$ cat config.mk
export PLATFORM = sky130hd
export DESIGN_NAME = lsu_top
export DESIGN_NICKNAME = d
export VERILOG_FILES = /design/src/design/lsu_pkg.sv /design/src/design/mem_lane_align.sv /design/src/design/amo_alu.sv /design/src/design/lr_sc_reservation.sv /design/src/design/amo_sequencer.sv /design/src/design/lsu_top.sv
export VERILOG_INCLUDE_DIRS = /design/src /design/src/design
export SDC_FILE = /design/constraint.sdc
export NUM_CORES = 1
export LEC_CHECK = 0
export ABC_CLOCK_PERIOD_IN_PS = 8500
export BUFFER_PORTS_ARGS = -buffer_cell sky130_fd_sc_hd__buf_2
export CORE_ASPECT_RATIO = 0.7
export CORE_UTILIZATION = 32
export CTS_CLUSTER_DIAMETER = 100
export CTS_CLUSTER_SIZE = 14
export DETAILED_ROUTE_END_ITERATION = 6
export PLACE_DENSITY = 0.49
export SLEW_MARGIN = 20
export SYNTH_ARGS = -nofsm -noshare
export SYNTH_HDL_FRONTEND = slang
export SYNTH_SLANG_ARGS = --single-unit
$ cat constraint.sdc
create_clock -name clk -period 8.5 [get_ports clk]
set_input_delay 0.425 -clock clk [delete_from_list [all_inputs] [get_ports clk]]
set_output_delay 0.425 -clock clk [all_outputs]
set_load 0.005 [all_outputs]
$ cat src/design/lsu_defs.svh
`ifndef LSU_DEFS_SVH
`define LSU_DEFS_SVH

// Data path and address width of the core
`define LSU_XLEN 32

// Bytes in one bus word
`define LSU_NBYTES 4

// Byte lane index width, log2 of the byte count
`define LSU_LSB_W 2

// Value held in the reservation address and data after reset
`define LSU_RSV_RST 32'h0000_0000

// SC result codes written to rd
// Zero means the store went out, one means it was dropped
`define LSU_SC_OK   1'b0
`define LSU_SC_FAIL 1'b1

`endif

$ cat src/design/lsu_pkg.sv
`default_nettype none

`include "lsu_defs.svh"

package lsu_pkg;

   // Load kind, decoded from funct3 upstream
   typedef enum logic [2:0] {
      LD_NONE = 3'd0,
      LD_LB   = 3'd1,
      LD_LBU  = 3'd2,
      LD_LH   = 3'd3,
      LD_LHU  = 3'd4,
      LD_LW   = 3'd5
   } ld_op_e;

   // Store kind
   typedef enum logic [1:0] {
      ST_NONE = 2'd0,
      ST_SB   = 2'd1,
      ST_SH   = 2'd2,
      ST_SW   = 2'd3
   } st_op_e;

   // A-extension operations
   typedef enum logic [3:0] {
      AMO_NONE = 4'd0,
      AMO_LR   = 4'd1,
      AMO_SC   = 4'd2,
      AMO_SWAP = 4'd3,
      AMO_ADD  = 4'd4,
      AMO_XOR  = 4'd5,
      AMO_AND  = 4'd6,
      AMO_OR   = 4'd7,
      AMO_MIN  = 4'd8,
      AMO_MAX  = 4'd9,
      AMO_MINU = 4'd10,
      AMO_MAXU = 4'd11
   } amo_op_e;

   // Atomic sequencer states
   typedef enum logic [2:0] {
      SEQ_IDLE = 3'd0,
      SEQ_LOAD = 3'd1,
      SEQ_OP   = 3'd2,
      SEQ_ST   = 3'd3,
      SEQ_DONE = 3'd4
   } seq_state_e;

   // Request from the execute stage, at most one op field is active
   typedef struct packed {
      ld_op_e                ld_op;
      st_op_e                st_op;
      amo_op_e               amo_op;
      logic [`LSU_XLEN-1:0]  addr;
      logic [`LSU_XLEN-1:0]  rs2;
   } lsu_req_t;

   // Data bus request, word addressed with byte strobes
   typedef struct packed {
      logic                   ld_req;
      logic                   st_req;
      logic [`LSU_XLEN-1:0]   addr;
      logic [`LSU_XLEN-1:0]   wdata;
      logic [`LSU_NBYTES-1:0] strb;
   } dbus_req_t;

   // Data bus response, rdata valid only with ack
   typedef struct packed {
      logic                  ack;
      logic [`LSU_XLEN-1:0]  rdata;
   } dbus_rsp_t;

   // Response to the core
   typedef struct packed {
      logic                  done;
      logic                  rd_wr;
      logic [`LSU_XLEN-1:0]  rd_data;
   } lsu_rsp_t;

   // One read word seen as byte lanes or halfword lanes
   typedef union packed {
      logic [`LSU_NBYTES-1:0][7:0]       b;
      logic [`LSU_NBYTES/2-1:0][15:0]    h;
   } word_lanes_u;

endpackage

`default_nettype wire

$ cat src/design/mem_lane_align.sv
`timescale 1ns/10ps
`default_nettype none

`include "lsu_defs.svh"

module mem_lane_align (
   input  wire lsu_pkg::ld_op_e         ld_op_i,
   input  wire lsu_pkg::st_op_e         st_op_i,
   input  wire logic [1:0]              addr_lsb_i,
   input  wire lsu_pkg::word_lanes_u    rdata_i,
   input  wire logic [`LSU_XLEN-1:0]    wdata_i,
   output logic [`LSU_XLEN-1:0]         ld_data_o,
   output logic [`LSU_XLEN-1:0]         st_data_o,
   output logic [`LSU_NBYTES-1:0]       st_strb_o
);

   import lsu_pkg::*;

   logic [7:0]  ld_byte;
   logic [15:0] ld_hword;

   // Lane selection through the union views
   assign ld_byte  = rdata_i.b[addr_lsb_i];
   assign ld_hword = rdata_i.h[addr_lsb_i[1]];

   // Load side, sign or zero extension by op
   always_comb begin
      case (ld_op_i)
         LD_LB:   ld_data_o = {{(`LSU_XLEN-8){ld_byte[7]}}, ld_byte};
         LD_LBU:  ld_data_o = {{(`LSU_XLEN-8){1'b0}}, ld_byte};
         LD_LH:   ld_data_o = {{(`LSU_XLEN-16){ld_hword[15]}}, ld_hword};
         LD_LHU:  ld_data_o = {{(`LSU_XLEN-16){1'b0}}, ld_hword};
         LD_LW:   ld_data_o = rdata_i.b;
         default: ld_data_o = '0;
      endcase
   end

   // Store side
   // Low byte or halfword copied to every lane, strobe picks the target
   always_comb begin
      case (st_op_i)
         ST_SB: begin
            st_data_o = {`LSU_NBYTES{wdata_i[7:0]}};
            st_strb_o = `LSU_NBYTES'(1) << addr_lsb_i;
         end
         ST_SH: begin
            st_data_o = {(`LSU_NBYTES/2){wdata_i[15:0]}};
            // Upper or lower halfword pair
            st_strb_o = addr_lsb_i[1] ? `LSU_NBYTES'(4'b1100) : `LSU_NBYTES'(4'b0011);
         end
         ST_SW: begin
            st_data_o = wdata_i;
            st_strb_o = '1;
         end
         default: begin
            // No store, no lanes written
            st_data_o = wdata_i;
            st_strb_o = '0;
         end
      endcase
   end

endmodule

`default_nettype wire

$ cat src/design/amo_alu.sv
`timescale 1ns/10ps
`default_nettype none

`include "lsu_defs.svh"

module amo_alu (
   input  wire lsu_pkg::amo_op_e        amo_op_i,
   input  wire logic [`LSU_XLEN-1:0]    mem_val_i,
   input  wire logic [`LSU_XLEN-1:0]    rs2_val_i,
   output logic [`LSU_XLEN-1:0]         result_o
);

   import lsu_pkg::*;

   logic lt_signed;
   logic lt_unsigned;

   // Old memory value against rs2
   assign lt_signed   = $signed(mem_val_i) < $signed(rs2_val_i);
   assign lt_unsigned = mem_val_i < rs2_val_i;

   // Value written back to memory
   always_comb begin
      case (amo_op_i)
         AMO_ADD:  result_o = mem_val_i + rs2_val_i;
         AMO_XOR:  result_o = mem_val_i ^ rs2_val_i;
         AMO_AND:  result_o = mem_val_i & rs2_val_i;
         AMO_OR:   result_o = mem_val_i | rs2_val_i;
         // Keep the smaller or larger of the two
         AMO_MIN:  result_o = lt_signed   ? mem_val_i : rs2_val_i;
         AMO_MAX:  result_o = lt_signed   ? rs2_val_i : mem_val_i;
         AMO_MINU: result_o = lt_unsigned ? mem_val_i : rs2_val_i;
         AMO_MAXU: result_o = lt_unsigned ? rs2_val_i : mem_val_i;
         // SWAP, SC and anything else store rs2 as is
         default:  result_o = rs2_val_i;
      endcase
   end

endmodule

`default_nettype wire

$ cat src/design/lr_sc_reservation.sv
`timescale 1ns/10ps
`default_nettype none

`include "lsu_defs.svh"

module lr_sc_reservation (
   input  wire logic                    clk,
   input  wire logic                    rst_n,
   input  wire logic                    save_i,
   input  wire logic                    clear_i,
   input  wire logic [`LSU_XLEN-1:0]    addr_i,
   input  wire logic [`LSU_XLEN-1:0]    rdata_i,
   input  wire logic [`LSU_XLEN-1:0]    mem_val_i,
   output logic                         sc_pass_o
);

   logic                  rsv_valid_q;
   logic [`LSU_XLEN-1:0]  rsv_addr_q;
   logic [`LSU_XLEN-1:0]  rsv_data_q;

   // Reservation set by LR, dropped once the SC retires
   always_ff @(posedge clk or negedge rst_n) begin
      if (!rst_n) begin
         rsv_valid_q <= 1'b0;
         rsv_addr_q  <= `LSU_RSV_RST;
         rsv_data_q  <= `LSU_RSV_RST;
      end else if (save_i) begin
         rsv_valid_q <= 1'b1;
         rsv_addr_q  <= addr_i;
         rsv_data_q  <= rdata_i;
      end else if (clear_i) begin
         rsv_valid_q <= 1'b0;
      end
   end

   // Same address and the word still holds the value LR saw
   // A store in between that changed the data breaks the pair
   assign sc_pass_o = rsv_valid_q
                    & (rsv_addr_q == addr_i)
                    & (rsv_data_q == mem_val_i);

endmodule

`default_nettype wire

$ cat src/design/amo_sequencer.sv
`timescale 1ns/10ps
`default_nettype none

`include "lsu_defs.svh"

module amo_sequencer (
   input  wire logic                    clk,
   input  wire logic                    rst_n,
   input  wire logic                    req_valid_i,
   input  wire lsu_pkg::lsu_req_t       req_i,
   input  wire logic                    ack_i,
   input  wire logic [`LSU_XLEN-1:0]    rdata_i,
   input  wire logic [`LSU_XLEN-1:0]    ld_data_i,
   input  wire logic [`LSU_XLEN-1:0]    amo_result_i,
   input  wire logic                    sc_pass_i,
   output logic                         ld_req_o,
   output logic                         st_req_o,
   output logic                         word_access_o,
   output logic [`LSU_XLEN-1:0]         wdata_o,
   output logic [`LSU_XLEN-1:0]         mem_val_o,
   output logic                         save_o,
   output logic                         clear_o,
   output lsu_pkg::lsu_rsp_t            rsp_o
);

   import lsu_pkg::*;

   seq_state_e            state_q;
   seq_state_e            state_d;
   logic [`LSU_XLEN-1:0]  mem_q;
   logic                  is_amo;
   logic                  is_lr;
   logic                  is_sc;
   logic                  plain_ld;
   logic                  plain_st;
   lsu_rsp_t              rsp;

   // Op decode
   assign is_amo   = (req_i.amo_op != AMO_NONE);
   assign is_lr    = (req_i.amo_op == AMO_LR);
   assign is_sc    = (req_i.amo_op == AMO_SC);
   assign plain_ld = req_valid_i & (req_i.ld_op != LD_NONE);
   assign plain_st = req_valid_i & (req_i.st_op != ST_NONE);

   // State register
   always_ff @(posedge clk or negedge rst_n) begin
      if (!rst_n) begin
         state_q <= SEQ_IDLE;
      end else begin
         state_q <= state_d;
      end
   end

   // Old memory word, captured at the read ack
   always_ff @(posedge clk) begin
      if ((state_q == SEQ_LOAD) && ack_i) begin
         mem_q <= rdata_i;
      end
   end

   // Live read data in the ack cycle, the held word after it
   assign mem_val_o = ((state_q == SEQ_LOAD) && ack_i) ? rdata_i : mem_q;

   // Atomics always go out as full words
   assign word_access_o = (state_q != SEQ_IDLE);

   // Next state and outputs
   always_comb begin
      state_d      = state_q;
      ld_req_o     = 1'b0;
      st_req_o     = 1'b0;
      wdata_o      = req_i.rs2;
      save_o       = 1'b0;
      clear_o      = 1'b0;
      rsp.done     = 1'b0;
      rsp.rd_wr    = 1'b0;
      rsp.rd_data  = '0;

      case (state_q)
         SEQ_IDLE: begin
            // Plain accesses pass straight through to the bus
            ld_req_o = plain_ld;
            st_req_o = plain_st;
            if (ack_i && (plain_ld || plain_st)) begin
               rsp.done    = 1'b1;
               rsp.rd_wr   = plain_ld;
               rsp.rd_data = plain_ld ? ld_data_i : '0;
            end
            // Atomic starts its bus read next cycle
            if (req_valid_i && is_amo) begin
               state_d = SEQ_LOAD;
            end
         end

         SEQ_LOAD: begin
            ld_req_o = 1'b1;
            if (ack_i) begin
               save_o  = is_lr;
               state_d = SEQ_OP;
            end
         end

         SEQ_OP: begin
            // LR and a failed SC never write
            if (is_lr || (is_sc && !sc_pass_i)) begin
               state_d = SEQ_DONE;
            end else begin
               state_d = SEQ_ST;
            end
         end

         SEQ_ST: begin
            st_req_o = 1'b1;
            wdata_o  = is_sc ? req_i.rs2 : amo_result_i;
            if (ack_i) begin
               state_d = SEQ_DONE;
            end
         end

         SEQ_DONE: begin
            rsp.done  = 1'b1;
            rsp.rd_wr = 1'b1;
            // SC reports its outcome, the rest return the old word
            if (is_sc) begin
               rsp.rd_data = {{(`LSU_XLEN-1){1'b0}},
                              (sc_pass_i ? `LSU_SC_OK : `LSU_SC_FAIL)};
            end else begin
               rsp.rd_data = mem_q;
            end
            clear_o = is_sc;
            state_d = SEQ_IDLE;
         end

         default: begin
            state_d = SEQ_IDLE;
         end
      endcase
   end

   assign rsp_o = rsp;

endmodule

`default_nettype wire

$ cat src/design/lsu_top.sv
`timescale 1ns/10ps
`default_nettype none

`include "lsu_defs.svh"

module lsu_top (
   input  wire logic                clk,
   input  wire logic                rst_n,
   input  wire logic                req_valid_i,
   input  wire lsu_pkg::lsu_req_t   req_i,
   input  wire lsu_pkg::dbus_rsp_t  dbus_rsp_i,
   output lsu_pkg::dbus_req_t       dbus_req_o,
   output lsu_pkg::lsu_rsp_t        rsp_o
);

   import lsu_pkg::*;

   // Sequencer side
   logic                    seq_ld_req;
   logic                    seq_st_req;
   logic                    word_access;
   logic [`LSU_XLEN-1:0]    seq_wdata;
   logic [`LSU_XLEN-1:0]    mem_val;
   logic                    rsv_save;
   logic                    rsv_clear;
   logic                    sc_pass;

   // Aligner side
   ld_op_e                  align_ld_op;
   st_op_e                  align_st_op;
   logic [`LSU_XLEN-1:0]    ld_data;
   logic [`LSU_XLEN-1:0]    st_data;
   logic [`LSU_NBYTES-1:0]  st_strb;

   // ALU result
   logic [`LSU_XLEN-1:0]    amo_result;

   // Atomic sequences use word loads and stores
   assign align_ld_op = word_access ? LD_LW : req_i.ld_op;
   assign align_st_op = word_access ? ST_SW : req_i.st_op;

   mem_lane_align u_align (
      .ld_op_i    (align_ld_op),
      .st_op_i    (align_st_op),
      .addr_lsb_i (req_i.addr[`LSU_LSB_W-1:0]),
      .rdata_i    (dbus_rsp_i.rdata),
      .wdata_i    (seq_wdata),
      .ld_data_o  (ld_data),
      .st_data_o  (st_data),
      .st_strb_o  (st_strb)
   );

   amo_alu u_alu (
      .amo_op_i  (req_i.amo_op),
      .mem_val_i (mem_val),
      .rs2_val_i (req_i.rs2),
      .result_o  (amo_result)
   );

   lr_sc_reservation u_rsv (
      .clk       (clk),
      .rst_n     (rst_n),
      .save_i    (rsv_save),
      .clear_i   (rsv_clear),
      .addr_i    (req_i.addr),
      .rdata_i   (dbus_rsp_i.rdata),
      .mem_val_i (mem_val),
      .sc_pass_o (sc_pass)
   );

   amo_sequencer u_seq (
      .clk           (clk),
      .rst_n         (rst_n),
      .req_valid_i   (req_valid_i),
      .req_i         (req_i),
      .ack_i         (dbus_rsp_i.ack),
      .rdata_i       (dbus_rsp_i.rdata),
      .ld_data_i     (ld_data),
      .amo_result_i  (amo_result),
      .sc_pass_i     (sc_pass),
      .ld_req_o      (seq_ld_req),
      .st_req_o      (seq_st_req),
      .word_access_o (word_access),
      .wdata_o       (seq_wdata),
      .mem_val_o     (mem_val),
      .save_o        (rsv_save),
      .clear_o       (rsv_clear),
      .rsp_o         (rsp_o)
   );

   // Bus request, word address with lane steered data
   assign dbus_req_o.ld_req = seq_ld_req;
   assign dbus_req_o.st_req = seq_st_req;
   assign dbus_req_o.addr   = {req_i.addr[`LSU_XLEN-1:`LSU_LSB_W], {`LSU_LSB_W{1'b0}}};
   assign dbus_req_o.wdata  = st_data;
   assign dbus_req_o.strb   = st_strb;

endmodule

`default_nettype wire

---- Word-level counts from Yosys, hierarchy flattened ----
Index checks and enable logic that the tools add are counted.
operators by class
  reduce and logical (&&, ||, !) cells .... 14
  mux-type cells .......................... 35
  bitwise logic cells ..................... 7
  add/sub/neg operators ................... 1
  shifts and indexed selects .............. 1
  multipliers ............................. 0
  divide/modulo/power cells ............... 0
  magnitude comparators ................... 4
  equality and inequality tests ........... 27
operators with widths
  operator              count
  $mux W32              9
  $pmux W32 S8          1
  $pmux W32 S5          1
  $pmux W34 S2          1
  $eq A32 B32 Y1        2
  $lt A32 B32 Y1        2
  $pmux W32 S2          1
  $mux W34              1
  $add A32 B32 Y32      1
  $and A32 B32 Y32      1
  $mux W16              2
  $or A32 B32 Y32       1
  $xor A32 B32 Y32      1
  $bmux W8 S2           1
  $eq A4 B3 Y1 const B  4
  $eq A4 B4 Y1 const B  4
  $mux W3               5
  $eq A3 B2 Y1 const B  4
  $pmux W3 S4           1
  $pmux W4 S3           1
  $eq A3 B3 Y1 const B  3
  $mux W8               1
  $eq A3 B1 Y1 const B  2
  $mux W1               6
  21 further kinds      33
storage, ports and cells
  register bits ........................... 100
  input bits .............................. 109
  memories ................................ 0
  latch bits .............................. 0
  word-level logic and storage cells ...... 94
  output and inout bits ................... 104
  ROM bits ................................ 0
  memory bits (writable) .................. 0

---- Logic depth before layout (Yosys ltp) ----
  word-level depth ........................ 10
  gate-level depth with buffers ........... 20
  mapped depth without buffers ............ 16

---- By module ----
A second synthesis with hierarchy kept.
second synthesis, totals
  cells, all modules ...................... 1498
  area total of the unflattened synthesis .. 12219.2 um^2
by module, submodules not included
  module             times used  area each (um^2)  seq. area each (um^2)  cells an instance
  amo_alu            1           4743.3            0.0                    701
  lr_sc_reservation  1           3105.5            1626.6                 244
  amo_sequencer      1           2409.8            715.7                  262
  mem_lane_align     1           1670.4            0.0                    251
  lsu_top            1           290.3             0.0                    40

---- Least setup slack after synthesis ----
No wires, ideal clock.
  path kind ............................... flip-flop to output port
  start point ............................. register u_seq.state_q[2]
  end point ............................... output dbus_req_o[33] (netlist bit)
  path buffers ............................ 6
  setup slack ............................. 3827 ps
  cell stages (with the launch flop) ...... 21
  data arrival time ....................... 4248 ps
  required time ........................... 8075 ps
  path through ............................ dfrtp_1 -> buf_4 -> and4bb_1 -> buf_6 -> buf_8 -> buf_12 -> mux2i_1 -> inv_1 -> ha_1 -> buf_4 -> nand3_1 -> nor4_4 -> a211oi_1 -> nand2_1 -> or3_1 -> and2_4 -> buf_6 -> mux2_4 -> o31ai_4 -> o221ai_2 -> or3_1
RTL lines
  what                      RTL line             text
  start: declaration        amo_sequencer.sv:28  seq_state_e state_q;
  start signal: assignment  amo_sequencer.sv:50  state_q <= state_d;
  end: declaration          lsu_top.sv:12        output lsu_pkg::dbus_req_t dbus_req_o,

==> results.cfg <==
[cts]
htree_levels = 3
cts_buffers = 9
post_cts_resize_count = 0
clkSinkCount = 100
postCtsSetupBuffers = 0
cts-root-buf = clkbuf_16
cts_tree = done
cts.clk_slew.worst_paths_ps = 70
postCtsHoldBufs = 0
ctsLongestPathBuffers = 2
clk_latency_ps = 380

[hold_path]
min_path_type = input port to asynchronous set/reset pin

[place]
dp_slack_ps = 1550
place_hpwl_um = 36900
place_inst = 1906
io_buffers = 210
place_congestion = 1.03

[timing]
whs_ps = -19.8
setup_viol = 0
fin_crit_ps = 7540
finalWorstSetupSlack_ps = 964
fin_tns_setup_ps = 0
fin_crit_sh_pct = 88.7
maxSlewHeadroom_pct = 23.1
worst-slew-pin-transition_ps = 1140
fmax_mhz = 133
rsz0062_at_grt = false
hold_viol = 20
finalClockSkew_ps = 8.40
slew_violations = 0

[synth]
ys.flop_type = dfrtp_1
ys_warn_count = 0
netlist_instances = 1334
synth_edf_count = 0
ys_ff_latch = 100
async_flop_share_pct = 68.0
yosysSeqAreaShare_pct = 21.0
synthMostInstantiatedCell = nand2_1
synth_top_area_share_pct = 15.3
avgSynthCellArea_sq_um = 8.36
synth_cell_types = 102
synth_top_cell_by_area = dfrtp_1
synthTopCellsByCount = nand2_1, inv_1, o21ai_0
synth_area_sq_mm = 0.0111
yosys-top-cells-area = dfrtp_1, ha_1, mux2_2

[floorplan]
dieArea_sq_mm = 0.0356
die_h_um = 158
initial_core_util_pct = 32.9
num_io_pins = 213
core_region_area_sq_mm = 0.0339
die_w_um = 225
row_count = 56

[detailed_routing]
wl_per_cell_um = 24.3
wl_um = 46800
drt_first_iter_violations = 1226
dr.pass1.iters = 5
via_per_inst = 5.67
postRouteAntennaNets = 0
vias = 10900
drc = 0

[worst_setup_path]
crit_arrival_ps = 7110
cp-start-kind = register
reg2reg_slack_ps = 4250
endpoint_kind = output port
path_max_fanout = 19
critPathKind = register to output port
cp.required_ps = 8080

[final_layout]
antenna_cells = 0
instances_no_fill = 1923
fillers = 3648
areaGrowthSynthToFinish_pct = 12.0
nets = 1667
drive_gt1_share_pct = 25.3

[global_route]
grt_pass1_wl_um = 68200
grt_overflow = 0
grt_pass1_vias = 10100
grt_antenna_before_repair = 1
grtUsageTotal_pct = 26.0
grt_max_degree = 72

[power_and_ir_drop]
power_uw = 4220
p_leak_uw = 0.00563
pwr_density_cell_mw_per_mm2 = 338
vdd_ir_drop_max_v = 0.000108

[job]
maxCapViolations = 0

[outcome]
violations = hold timing
status = finished with violations
## where the power goes
part,internal (uW),switching (uW)
logic,1120,1800
clock network,212,214
registers,698,177
total,2030,2190
## worst max-delay path, cell delays in order (launching register included)
cell,delay (ps)
dfrtp_1,460
and4bb_2,710
buf_4,500
mux2i_2,660
inv_1,280
ha_1,480
nand3_1,170
nor4_4,370
o211ai_1,260
a41oi_2,300
nor2_4,80
xnor3_1,740
nor2_2,240
a21boi_0,650
a21oi_1,290
a221o_1,380
buf_2,130
## cells in the final DEF (no fill, tap or decap), drive strengths merged, types with 9 or more instances in the layout
master	n
buf	225
nand2	122
o21ai	113
inv	109
ha	103
a21oi	93
mux2	79
xnor2	70
dfrtp	68
nor2	66
o211ai	41
dfxtp	32
mux2i	29
a221oi	21
nor4	19
nand3	18
nor3	15
o221ai	13
nand4	13
xor2	11
nor2b	11
clkbuf	11
nand2b	10
a31oi	10
o31ai	10
o21bai	9
a222oi	9
## layer usage
| layer | global-route usage [%] | vias to the layer above | wire, um |
|---|---|---|---|
| met5 | 0 | - | 17 |
| met4 | 6.35 | 2 | 998 |
| met3 | 6.24 | 56 | 3670 |
| met2 | 37.8 | 460 | 19900 |
| met1 | 38.0 | 5368 | 22200 |
| li1 | - | 5012 | - |
## cells by family after synthesis
| group | count (synthesis) | synth area share [%] |
|---|---|---|
| compound gates | 397 | 23.7 |
| simple gates | 309 | 13.6 |
| buf+inv | 224 | 10.0 |
| mux | 116 | 13.1 |
| fa+ha+maj | 104 | 11.7 |
| flops | 100 | 21.0 |
| xor+xnor | 83 | 6.78 |
| other cells | 1 | 0.0336 |
## final timing paths
kind	startpoint	cells past startpoint	to
setup reg to reg	u_seq.state_q[2]	11	u_seq.state_q[0]
min in group clk	req_i[34]	2	u_rsv.rsv_addr_q[2]
setup / recovery	u_seq.state_q[2]	16	dbus_req_o[25]
hold reg to reg	u_rsv.rsv_addr_q[3]	1	u_rsv.rsv_addr_q[3]
max in group asynchronous	rst_n	2	u_rsv.rsv_data_q[22]
hold / removal	rst_n	1	u_rsv.rsv_addr_q[27]
## stage by stage
step	instance area (sq um)	util, %
after global routing	12500	36.8
after CTS	12500	36.7
after detailed placement	12200	35.9
after global placement	12200	35.9
after floorplan	11200	-
final	12500	36.8
## registers in the layout (all words and copies together), names as in the netlist
signal / flops
u_rsv.rsv_valid_q: 1
u_rsv.rsv_data_q: 32
u_rsv.rsv_addr_q: 32
u_seq.mem_q: 32
u_seq.state_q: 3
## layout make-up
class / instances / area (sq um) / area share (%)
clock buffer: 11 / 243 / 1.94
clock inverter: 5 / 43.8 / 0.351
inverter: 107 / 402 / 3.22
multi-input combinational: 1011 / 7690 / 61.6
sequential: 100 / 2340 / 18.8
tap: 464 / 581 / 4.65
timing repair buffer: 225 / 1190 / 9.50
No activity file was read; power rests on OpenSTA's default activity.
